$ cat config.mk
export PLATFORM = sky130hd
export DESIGN_NAME = matmul_tile_top
export DESIGN_NICKNAME = d
export VERILOG_FILES = /design/src/hdl/matmul_pkg.sv /design/src/hdl/matmul_tile_top.sv /design/src/hdl/dot_accum.sv /design/src/hdl/tile_loop_counter.sv /design/src/hdl/tile_ctrl_fsm.sv /design/src/hdl/operand_ram.sv
export VERILOG_INCLUDE_DIRS = /design/src /design/src/include
export SDC_FILE = /design/constraint.sdc
export NUM_CORES = 2
export LEC_CHECK = 0
export ABC_AREA = 1
export BUFFER_PORTS_ARGS = -buffer_cell sky130_fd_sc_hd__buf_4
export CORE_MARGIN = 3
export CORE_UTILIZATION = 55
export CTS_CLUSTER_DIAMETER = 100
export DETAILED_ROUTE_END_ITERATION = 10
export GPL_TIMING_DRIVEN = 1
export PLACE_DENSITY = 0.79
export SYNTH_ARGS = -nofsm -noshare
export SYNTH_HDL_FRONTEND = slang
export SYNTH_SLANG_ARGS = --single-unit
$ cat constraint.sdc
create_clock -name clk -period 7.8 [get_ports clk]
set_input_delay 0.78 -clock clk [delete_from_list [all_inputs] [get_ports clk]]
set_output_delay 0.78 -clock clk [all_outputs]
set_load 0.1 [all_outputs]
$ cat src/include/matmul_params.svh
// size parameters of the tiled matrix-multiply engine
// shared by the package, the RTL and the testbench
`ifndef MATMUL_PARAMS_SVH
`define MATMUL_PARAMS_SVH

// ----------------------------------------------------------------------
// element and word geometry
// ----------------------------------------------------------------------
// signed element width
`define MM_ELEM_W 8
// elements packed into one RAM word
`define MM_CHUNK 4
// inner dimension and words per row or column
`define MM_INNER_DIM 16
`define MM_INNER_STEPS 4

// ----------------------------------------------------------------------
// matrix sizes
// ----------------------------------------------------------------------
`define MM_A_ROWS 4
`define MM_ROW_PAIRS 2
`define MM_B_COLS 4
// wide enough for 16 products of two 8 bit signed values
`define MM_ACC_W 24

// memory depths and address widths
`define MM_A_DEPTH 16
`define MM_W_DEPTH 16
`define MM_A_ADDR_W 4
`define MM_W_ADDR_W 4

`endif
$ cat src/hdl/matmul_pkg.sv
// type definitions for the matmul_tile engine
`default_nettype none

`include "matmul_params.svh"

package matmul_pkg;

    // one signed matrix element
    typedef logic signed [`MM_ELEM_W-1:0] elem_t;

    // one RAM word, element j sits at bits j*MM_ELEM_W and up
    typedef logic [`MM_CHUNK*`MM_ELEM_W-1:0] word_t;

    // RAM addresses
    typedef logic [`MM_A_ADDR_W-1:0] a_addr_t;
    typedef logic [`MM_W_ADDR_W-1:0] w_addr_t;

    // loop indices
    typedef logic [$clog2(`MM_INNER_STEPS)-1:0] step_t;
    typedef logic [$clog2(`MM_B_COLS)-1:0] col_t;
    typedef logic [$clog2(`MM_ROW_PAIRS)-1:0] pair_t;

    // accumulator and result
    typedef logic signed [`MM_ACC_W-1:0] acc_t;

    // controller states
    typedef enum logic [2:0] {
        S_WAIT_FILL,
        S_START,
        S_ISSUE,
        S_DRAIN,
        S_DONE
    } ctrl_state_t;

endpackage

`default_nettype wire

$ cat src/hdl/matmul_tile_top.sv
// matmul_tile top level
// controller, loop counter, input and weight RAMs and two-lane accumulator
`timescale 1ns/1ps
`default_nettype none

`include "matmul_params.svh"

module matmul_tile_top import matmul_pkg::*; (
    input  wire logic    clk,
    input  wire logic    rst_n,
    input  wire logic    start,
    // input matrix write port
    input  wire logic    a_wr_en,
    input  wire a_addr_t a_wr_addr,
    input  wire word_t   a_wr_data,
    // weight matrix write port
    input  wire logic    w_wr_en,
    input  wire w_addr_t w_wr_addr,
    input  wire word_t   w_wr_data,
    // results
    output logic         out_valid,
    output acc_t         out_even,
    output acc_t         out_odd,
    output pair_t        out_pair,
    output col_t         out_col,
    output logic         done,
    output logic         write_open
);

    // ------------------------------------------------------------------
    // internal nets
    // ------------------------------------------------------------------
    logic    issue;
    logic    tile_next;
    logic    first_step;
    logic    last_step;
    logic    last_tile;
    a_addr_t a_addr_even;
    a_addr_t a_addr_odd;
    w_addr_t w_addr;
    word_t   a_data_even;
    word_t   a_data_odd;
    word_t   w_data;

    // phase control and tile sequencing
    tile_ctrl_fsm i_tile_ctrl_fsm (
        .clk          (clk),
        .rst_n        (rst_n),
        .start        (start),
        .last_step    (last_step),
        .last_tile    (last_tile),
        .result_valid (out_valid),
        .write_open   (write_open),
        .issue        (issue),
        .tile_next    (tile_next),
        .done         (done)
    );

    // step, column and row-pair loops plus read addresses
    tile_loop_counter i_tile_loop_counter (
        .clk         (clk),
        .rst_n       (rst_n),
        .issue       (issue),
        .tile_next   (tile_next),
        .a_addr_even (a_addr_even),
        .a_addr_odd  (a_addr_odd),
        .w_addr      (w_addr),
        .first_step  (first_step),
        .last_step   (last_step),
        .last_tile   (last_tile),
        .pair        (out_pair),
        .col         (out_col)
    );

    // input RAM, port a reads the even row and port b the odd row
    operand_ram #(
        .DEPTH  (`MM_A_DEPTH),
        .ADDR_W (`MM_A_ADDR_W)
    ) i_a_ram (
        .clk        (clk),
        .write_open (write_open),
        .wr_en      (a_wr_en),
        .wr_addr    (a_wr_addr),
        .wr_data    (a_wr_data),
        .rd_addr_a  (a_addr_even),
        .rd_addr_b  (a_addr_odd),
        .rd_data_a  (a_data_even),
        .rd_data_b  (a_data_odd)
    );

    // weight RAM, only port a feeds the accumulator
    operand_ram #(
        .DEPTH  (`MM_W_DEPTH),
        .ADDR_W (`MM_W_ADDR_W)
    ) i_w_ram (
        .clk        (clk),
        .write_open (write_open),
        .wr_en      (w_wr_en),
        .wr_addr    (w_wr_addr),
        .wr_data    (w_wr_data),
        .rd_addr_a  (w_addr),
        .rd_addr_b  (w_addr),
        .rd_data_a  (w_data),
        .rd_data_b  ()
    );

    // two-lane dot product
    dot_accum i_dot_accum (
        .clk          (clk),
        .rst_n        (rst_n),
        .issue        (issue),
        .first_step   (first_step),
        .a_even       (a_data_even),
        .a_odd        (a_data_odd),
        .w            (w_data),
        .result_valid (out_valid),
        .acc_even     (out_even),
        .acc_odd      (out_odd)
    );

endmodule

`default_nettype wire

$ cat src/hdl/dot_accum.sv
// two-lane chunk multiply-accumulate
// even and odd input rows share the weight word of each step
`timescale 1ns/1ps
`default_nettype none

`include "matmul_params.svh"

module dot_accum import matmul_pkg::*; (
    input  wire logic  clk,
    input  wire logic  rst_n,
    input  wire logic  issue,
    input  wire logic  first_step,
    input  wire word_t a_even,
    input  wire word_t a_odd,
    input  wire word_t w,
    output logic       result_valid,
    output acc_t       acc_even,
    output acc_t       acc_odd
);

    logic issue_d;
    logic first_d;
    acc_t sum_even;
    acc_t sum_odd;

    // dot product of one word pair, elements taken as signed
    function automatic acc_t chunk_dot(input word_t a, input word_t b);
        acc_t  sum;
        acc_t  prod;
        elem_t ea;
        elem_t eb;
        sum = '0;
        for (int j = 0; j < `MM_CHUNK; j++) begin
            ea   = a[j*`MM_ELEM_W +: `MM_ELEM_W];
            eb   = b[j*`MM_ELEM_W +: `MM_ELEM_W];
            prod = ea * eb;
            sum  = sum + prod;
        end
        return sum;
    endfunction

    assign sum_even = chunk_dot(a_even, w);
    assign sum_odd  = chunk_dot(a_odd, w);

    // ------------------------------------------------------------------
    // align issue with the RAM data cycle
    // ------------------------------------------------------------------
    always_ff @(posedge clk or negedge rst_n) begin
        if (!rst_n) begin
            issue_d      <= 1'b0;
            first_d      <= 1'b0;
            result_valid <= 1'b0;
        end else begin
            issue_d      <= issue;
            first_d      <= first_step & issue;
            // last data cycle of a tile, results are final next cycle
            result_valid <= issue_d & ~issue;
        end
    end

    // accumulators, loaded on the first step of a tile
    always_ff @(posedge clk) begin
        if (issue_d) begin
            acc_even <= first_d ? sum_even : acc_even + sum_even;
            acc_odd  <= first_d ? sum_odd : acc_odd + sum_odd;
        end
    end

    // one tile never streams more than a full row of words
    a_data_phase_len: assert property (
        @(posedge clk) disable iff (!rst_n)
        $rose(issue_d) |-> ##(`MM_INNER_STEPS) !issue_d
    );

endmodule

`default_nettype wire

$ cat src/hdl/tile_loop_counter.sv
// loop counters for inner step, output column and row pair
// forms the RAM read addresses of the current step
`timescale 1ns/1ps
`default_nettype none

`include "matmul_params.svh"

module tile_loop_counter import matmul_pkg::*; (
    input  wire logic clk,
    input  wire logic rst_n,
    input  wire logic issue,
    input  wire logic tile_next,
    output a_addr_t   a_addr_even,
    output a_addr_t   a_addr_odd,
    output w_addr_t   w_addr,
    output logic      first_step,
    output logic      last_step,
    output logic      last_tile,
    output pair_t     pair,
    output col_t      col
);

    step_t step;
    logic  last_col;
    logic  last_pair;

    // ------------------------------------------------------------------
    // counters
    // ------------------------------------------------------------------
    // inner step, wraps after the last word of a row
    always_ff @(posedge clk or negedge rst_n) begin
        if (!rst_n) begin
            step <= '0;
        end else if (issue) begin
            step <= last_step ? '0 : step + 1'b1;
        end
    end

    // column is the inner tile loop, pair the outer one
    always_ff @(posedge clk or negedge rst_n) begin
        if (!rst_n) begin
            col  <= '0;
            pair <= '0;
        end else if (tile_next) begin
            col <= last_col ? '0 : col + 1'b1;
            if (last_col) begin
                pair <= last_pair ? '0 : pair + 1'b1;
            end
        end
    end

    assign first_step = (step == '0);
    assign last_step  = (step == step_t'(`MM_INNER_STEPS - 1));
    assign last_col   = (col == col_t'(`MM_B_COLS - 1));
    assign last_pair  = (pair == pair_t'(`MM_ROW_PAIRS - 1));
    assign last_tile  = last_col && last_pair;

    // ------------------------------------------------------------------
    // read addresses
    // ------------------------------------------------------------------
    // row*INNER_STEPS+step is a plain concatenation for power of two sizes
    // even row is 2*pair, odd row is 2*pair+1
    assign a_addr_even = {pair, 1'b0, step};
    assign a_addr_odd  = {pair, 1'b1, step};
    assign w_addr      = {col, step};

endmodule

`default_nettype wire

$ cat src/hdl/tile_ctrl_fsm.sv
// tile controller
// separates the write phase from compute, issues tiles and signals done
`timescale 1ns/1ps
`default_nettype none

module tile_ctrl_fsm import matmul_pkg::*; (
    input  wire logic clk,
    input  wire logic rst_n,
    input  wire logic start,
    input  wire logic last_step,
    input  wire logic last_tile,
    input  wire logic result_valid,
    output logic      write_open,
    output logic      issue,
    output logic      tile_next,
    output logic      done
);

    ctrl_state_t state;
    ctrl_state_t state_next;
    logic        start_d;
    logic        start_rise;

    // ------------------------------------------------------------------
    // start edge detection
    // ------------------------------------------------------------------
    always_ff @(posedge clk or negedge rst_n) begin
        if (!rst_n) begin
            start_d <= 1'b0;
        end else begin
            start_d <= start;
        end
    end

    assign start_rise = start & ~start_d;

    // ------------------------------------------------------------------
    // state register
    // ------------------------------------------------------------------
    always_ff @(posedge clk or negedge rst_n) begin
        if (!rst_n) begin
            state <= S_WAIT_FILL;
        end else begin
            state <= state_next;
        end
    end

    // next state
    always_comb begin
        state_next = state;
        case (state)
            S_WAIT_FILL: begin
                // outside is loading the RAMs
                if (start_rise) begin
                    state_next = S_START;
                end
            end
            S_START: begin
                // one cycle gap, RAM writes are already closed here
                state_next = S_ISSUE;
            end
            S_ISSUE: begin
                if (last_step) begin
                    state_next = S_DRAIN;
                end
            end
            S_DRAIN: begin
                // wait for the accumulator to present the tile
                if (result_valid) begin
                    state_next = last_tile ? S_DONE : S_ISSUE;
                end
            end
            S_DONE: begin
                // start low reopens the write phase for a restart
                if (!start) begin
                    state_next = S_WAIT_FILL;
                end
            end
            default: begin
                state_next = S_WAIT_FILL;
            end
        endcase
    end

    // ------------------------------------------------------------------
    // outputs
    // ------------------------------------------------------------------
    assign write_open = (state == S_WAIT_FILL) || (state == S_DONE);
    assign issue      = (state == S_ISSUE);
    // advance tile counters while the finished tile is on the outputs
    assign tile_next  = (state == S_DRAIN) && result_valid;
    assign done       = (state == S_DONE);

    // reads start only after the write phase has been closed for a cycle
    a_no_issue_in_write: assert property (
        @(posedge clk) disable iff (!rst_n) issue |-> !write_open && !$past(write_open)
    );

    // the accumulator only completes a tile that was fully issued
    a_result_in_drain: assert property (
        @(posedge clk) disable iff (!rst_n) result_valid |-> state == S_DRAIN
    );

endmodule

`default_nettype wire

$ cat src/hdl/operand_ram.sv
// operand RAM with one write port and two registered read ports
// writes only land while the write phase is open
`timescale 1ns/1ps
`default_nettype none

module operand_ram import matmul_pkg::*; #(
    parameter int DEPTH  = 16,
    parameter int ADDR_W = 4
) (
    input  wire logic              clk,
    input  wire logic              write_open,
    input  wire logic              wr_en,
    input  wire logic [ADDR_W-1:0] wr_addr,
    input  wire word_t             wr_data,
    input  wire logic [ADDR_W-1:0] rd_addr_a,
    input  wire logic [ADDR_W-1:0] rd_addr_b,
    output word_t                  rd_data_a,
    output word_t                  rd_data_b
);

    word_t mem [DEPTH];

    // write port, ignored during compute
    always_ff @(posedge clk) begin
        if (write_open && wr_en) begin
            mem[wr_addr] <= wr_data;
        end
    end

    // read latency of one cycle on both ports
    always_ff @(posedge clk) begin
        rd_data_a <= mem[rd_addr_a];
        rd_data_b <= mem[rd_addr_b];
    end

    // a write must land inside the array at a known address
    a_wr_in_range: assert property (
        @(posedge clk) (write_open && wr_en) |->
            (!$isunknown(wr_addr) && (int'(wr_addr) < DEPTH))
    );

endmodule

`default_nettype wire

==> impl_metrics.env <==
export IMPL_status="finished, final reports clean"
export IMPL_fillers=9363
export IMPL_die_h_um=366
export IMPL_r2r_slack_ps=100
export IMPL_final_common_cell="inv_1"
export IMPL_area_growth_pct=14.7
export IMPL_max_slew_margin_pct=19.4
export IMPL_p_int_w=0.0102
export IMPL_cp_max_fo=5
export IMPL_holdPathStages=1
export IMPL_dieArea_um2=134000
export IMPL_synth_top_area_share_pct=45.2
export IMPL_routedWlPerCell_um=20.3
export IMPL_cts_root_buf="clkbuf_16"
export IMPL_r2r_start="i_w_ram.rd_data_a[15]$_DFF_P_"
export IMPL_vias=52000
export IMPL_slew_viol_final=0
export IMPL_die_w_um=366
export IMPL_synthDistinctLibCells=41
export IMPL_cp_slowest_cell="fa_1"
export IMPL_drv_cap=0
export IMPL_routed_wirelength_um=186000
export IMPL_fin_crit_sh_pct=98.7
export IMPL_hpwl_um=123000
export IMPL_grt_ovfl_total=0
export IMPL_synth_edff_count=1072
export IMPL_fin_crit_ps=7700
export IMPL_coreArea_um2=128000
export IMPL_netlist_area_um2=71200
export IMPL_syn_area_per_cell_um2=10.1
export IMPL_hold_path_end="i_tile_ctrl_fsm.start_d$_DFF_PN0_"
export IMPL_async_reset_ff_share_pct=1.02
export IMPL_reg2reg_to="i_dot_accum.acc_odd[18]$_DFFE_PP_"
export IMPL_clk_latency_ps=760
export IMPL_synth_flop_cell="edfxtp_1"
export IMPL_ys_seq_area_share_pct=48.4
export IMPL_cts_tree="built"
export IMPL_avgViaCountPerCell=5.67
export IMPL_r2r_cells=36
export IMPL_drt_iter0_markers=6401
export IMPL_clk_pin_slew_worst_paths_ps=60
export IMPL_fmax_ghz=0.130
export IMPL_grt_pass1_wl_um=285000
export IMPL_finalPower_w=0.0127
export IMPL_antenna_found_initial=17
export IMPL_remaining_drc_errors=0
export IMPL_p_leak_nw=35.5
export IMPL_seqPwrFrac_pct=54.1
export IMPL_pin_count=131
export IMPL_crit_top_cell="fa_1"
export IMPL_final_hold_violation_count=0
export IMPL_rows=131
export IMPL_cts_sinks=1180
export IMPL_peakVddDrop_uv=219
export IMPL_worst_slack_ps=101
export IMPL_synth_warnings=0
export IMPL_skew_ps=52.8
export IMPL_grt_max_degree=224
export IMPL_yosys_area_top_type="edfxtp_1"
export IMPL_syn_inst=7048
export IMPL_crit_buf_inv=7
export IMPL_cts_htree_levels=3
export IMPL_synth_seq_cells=1180
export IMPL_netlist_top_cells_area="edfxtp_1 (45%), fa_1 (14%), inv_1 (6.4%)"
export IMPL_layout_drive_gt1_share_pct=14.6
export IMPL_portBuffers=130
export IMPL_setup_tns_ps=0
export IMPL_end_kind="flop"
export IMPL_rsz0062_at_grt="true"
export IMPL_switching_share_pct=19.9
export IMPL_clockPowerShare_pct=45.1
export IMPL_pwr_share_comb_pct=0.9
export IMPL_start_util_pct=55.6
export IMPL_power_density_nw_per_um2=156
export IMPL_crit_arrival_ps=8170
export IMPL_grt_pass1_vias=51800
export IMPL_place_congestion=0.948
export IMPL_cp_top_family="adder cells"
export IMPL_layout_common_cells="inv_1 (1190), edfxtp_1 (1072), nand2_1 (998)"
export IMPL_p_sw_w=0.00253
export IMPL_nets=8237
export IMPL_hold_start="start"
export IMPL_min_path_type="input port to flop"
export IMPL_clockBufferDepth=3
export IMPL_cp_data_required_time_ps=8270
export IMPL_syn_nets=7954
export IMPL_setup_viol=0
export IMPL_worst_pin_slew_ps=1210
export IMPL_crit_path_max_incr_delay_ps=560
export IMPL_worstSetupStartpointType="flop"
export IMPL_grt_usage_pct=27.2
export IMPL_cts_made_buffers=115
export IMPL_criticalPathCategory="flop to flop"
export IMPL_ant_nets=0
export IMPL_dp_slack_ps=-300
export IMPL_dr_pass1_iters=7
==> sequential cells by signal (all words and copies together) (netlist names), 2 cells and up <==
register / count
i_a_ram.rd_data_b: 32
i_dot_accum.acc_even: 24
i_tile_ctrl_fsm.state: 3
i_tile_loop_counter.step: 2
i_a_ram.rd_data_a: 32
i_w_ram.rd_data_a: 32
i_w_ram.mem: 512
i_dot_accum.acc_odd: 24
i_tile_loop_counter.col: 2
i_a_ram.mem: 512
==> kinds of logic (layout without fill, tap and decap cells) <==
logic type	count (synthesis)	in the layout	share of synthesized area [%]
AND/OR/NAND/NOR	2260	2260	12.7
buffers and inverters	1552	1937	8.56
flip-flops	1180	1180	48.4
AO/OA/AOI/OAI	1084	1084	8.73
adder cells (fa/ha/maj)	829	829	19.9
XOR/XNOR	142	142	1.75
multiplexers	1	1	0.0158
other	0	8	0
==> repair_timing <==
item,in CTS,in global routing
buffers inserted,3,25
endpoints found under the setup margin,24,30
cloned,0,0
pin swaps,17,115
endpoints found under the hold margin,12,0
hold buffers,1,0
gates resized for setup,57,362
==> metal layers <==
layer	vias up	part of all wire [%]	track usage, %
li1	23500	-	-
met1	25100	39	37.2
met2	2895	47	43.7
met3	405	10	4.49
met4	10	3.7	10.5
met5	-	0.042	0
==> synthesized netlist by cell type (8+ instances only) <==
cell type  instances
o21ai_0          589
dfrtp_1           12
o221ai_1         104
a21boi_0           9
buf_2             12
nand3_1          178
clkbuf_1         279
ha_1             321
fa_1             508
a21o_1            11
dfxtp_1           96
and2_1             8
o22ai_1           89
nand2_1         1054
xnor2_1           71
xor2_1            71
a21oi_1          150
nand4_1           35
or2_2             42
edfxtp_1        1072
o21bai_1          22
nand3b_1          15
o211ai_1          27
buf_6             26
a31oi_1           75
buf_1             11
nor2_1           901
buf_4              8
nor3_1            24
inv_1           1213
==> how the worst max path moves through the flow <==
stage                             startpoint                                 end  slack (ps)  depth (start not counted)
2_1_floorplan  i_w_ram.rd_data_a[10]$_DFF_P_  i_dot_accum.acc_even[19]$_DFFE_PP_         240                         37
3_3_place_gp   i_a_ram.rd_data_a[15]$_DFF_P_  i_dot_accum.acc_even[18]$_DFFE_PP_        -230                         35
3_5_place_dp   i_w_ram.rd_data_a[10]$_DFF_P_  i_dot_accum.acc_even[20]$_DFFE_PP_        -300                         39
4_1_cts        i_w_ram.rd_data_a[10]$_DFF_P_  i_dot_accum.acc_even[20]$_DFFE_PP_          -9                         39
5_1_grt        i_a_ram.rd_data_a[23]$_DFF_P_  i_dot_accum.acc_even[23]$_DFFE_PP_        -200                         40
6_report       i_w_ram.rd_data_a[15]$_DFF_P_   i_dot_accum.acc_odd[18]$_DFFE_PP_         100                         36
==> cell type report <==
| cell class | instances | area (um2) | share of cell area [%] |
|---|---|---|---|
| timing repair buffer | 504 | 4000 | 4.89 |
| clock buffer | 149 | 3140 | 3.84 |
| multi-input combinational | 4316 | 32400 | 39.7 |
| tap | 1729 | 2160 | 2.65 |
| sequential | 1180 | 34500 | 42.3 |
| inverter | 1214 | 4580 | 5.61 |
| clock inverter | 70 | 801 | 0.981 |
| antenna | 8 | 20.0 | 0.0245 |
==> power by group through the flow <==
stage | Clock [W] | Combinational, W | Sequential, W
2_1_floorplan | 0 | 0.00000377 | 0.00702
6_report | 0.00573 | 0.000109 | 0.00688
4_1_cts | 0.00578 | 0.000108 | 0.00688
5_1_grt | 0.00603 | 0.000120 | 0.00687
3_5_place_dp | 0 | 0.000107 | 0.00702
3_3_place_gp | 0 | 0.000101 | 0.00702
==> stage by stage <==
stage / hold WS [ps] / area, um2 / instances / util [%]
5_1_grt: 142 / 81600 / 9167 / 63.8
3_3_place_gp: 514 / 75800 / 8920 / 59.2
4_1_cts: 114 / 80000 / 9143 / 62.5
2_1_floorplan: 484 / 71200 / 7048 / -
6_report: 166 / 81700 / 9170 / 63.8
3_5_place_dp: 532 / 75800 / 8920 / 59.2
Note: power is estimated with default switching activity, not from simulation.
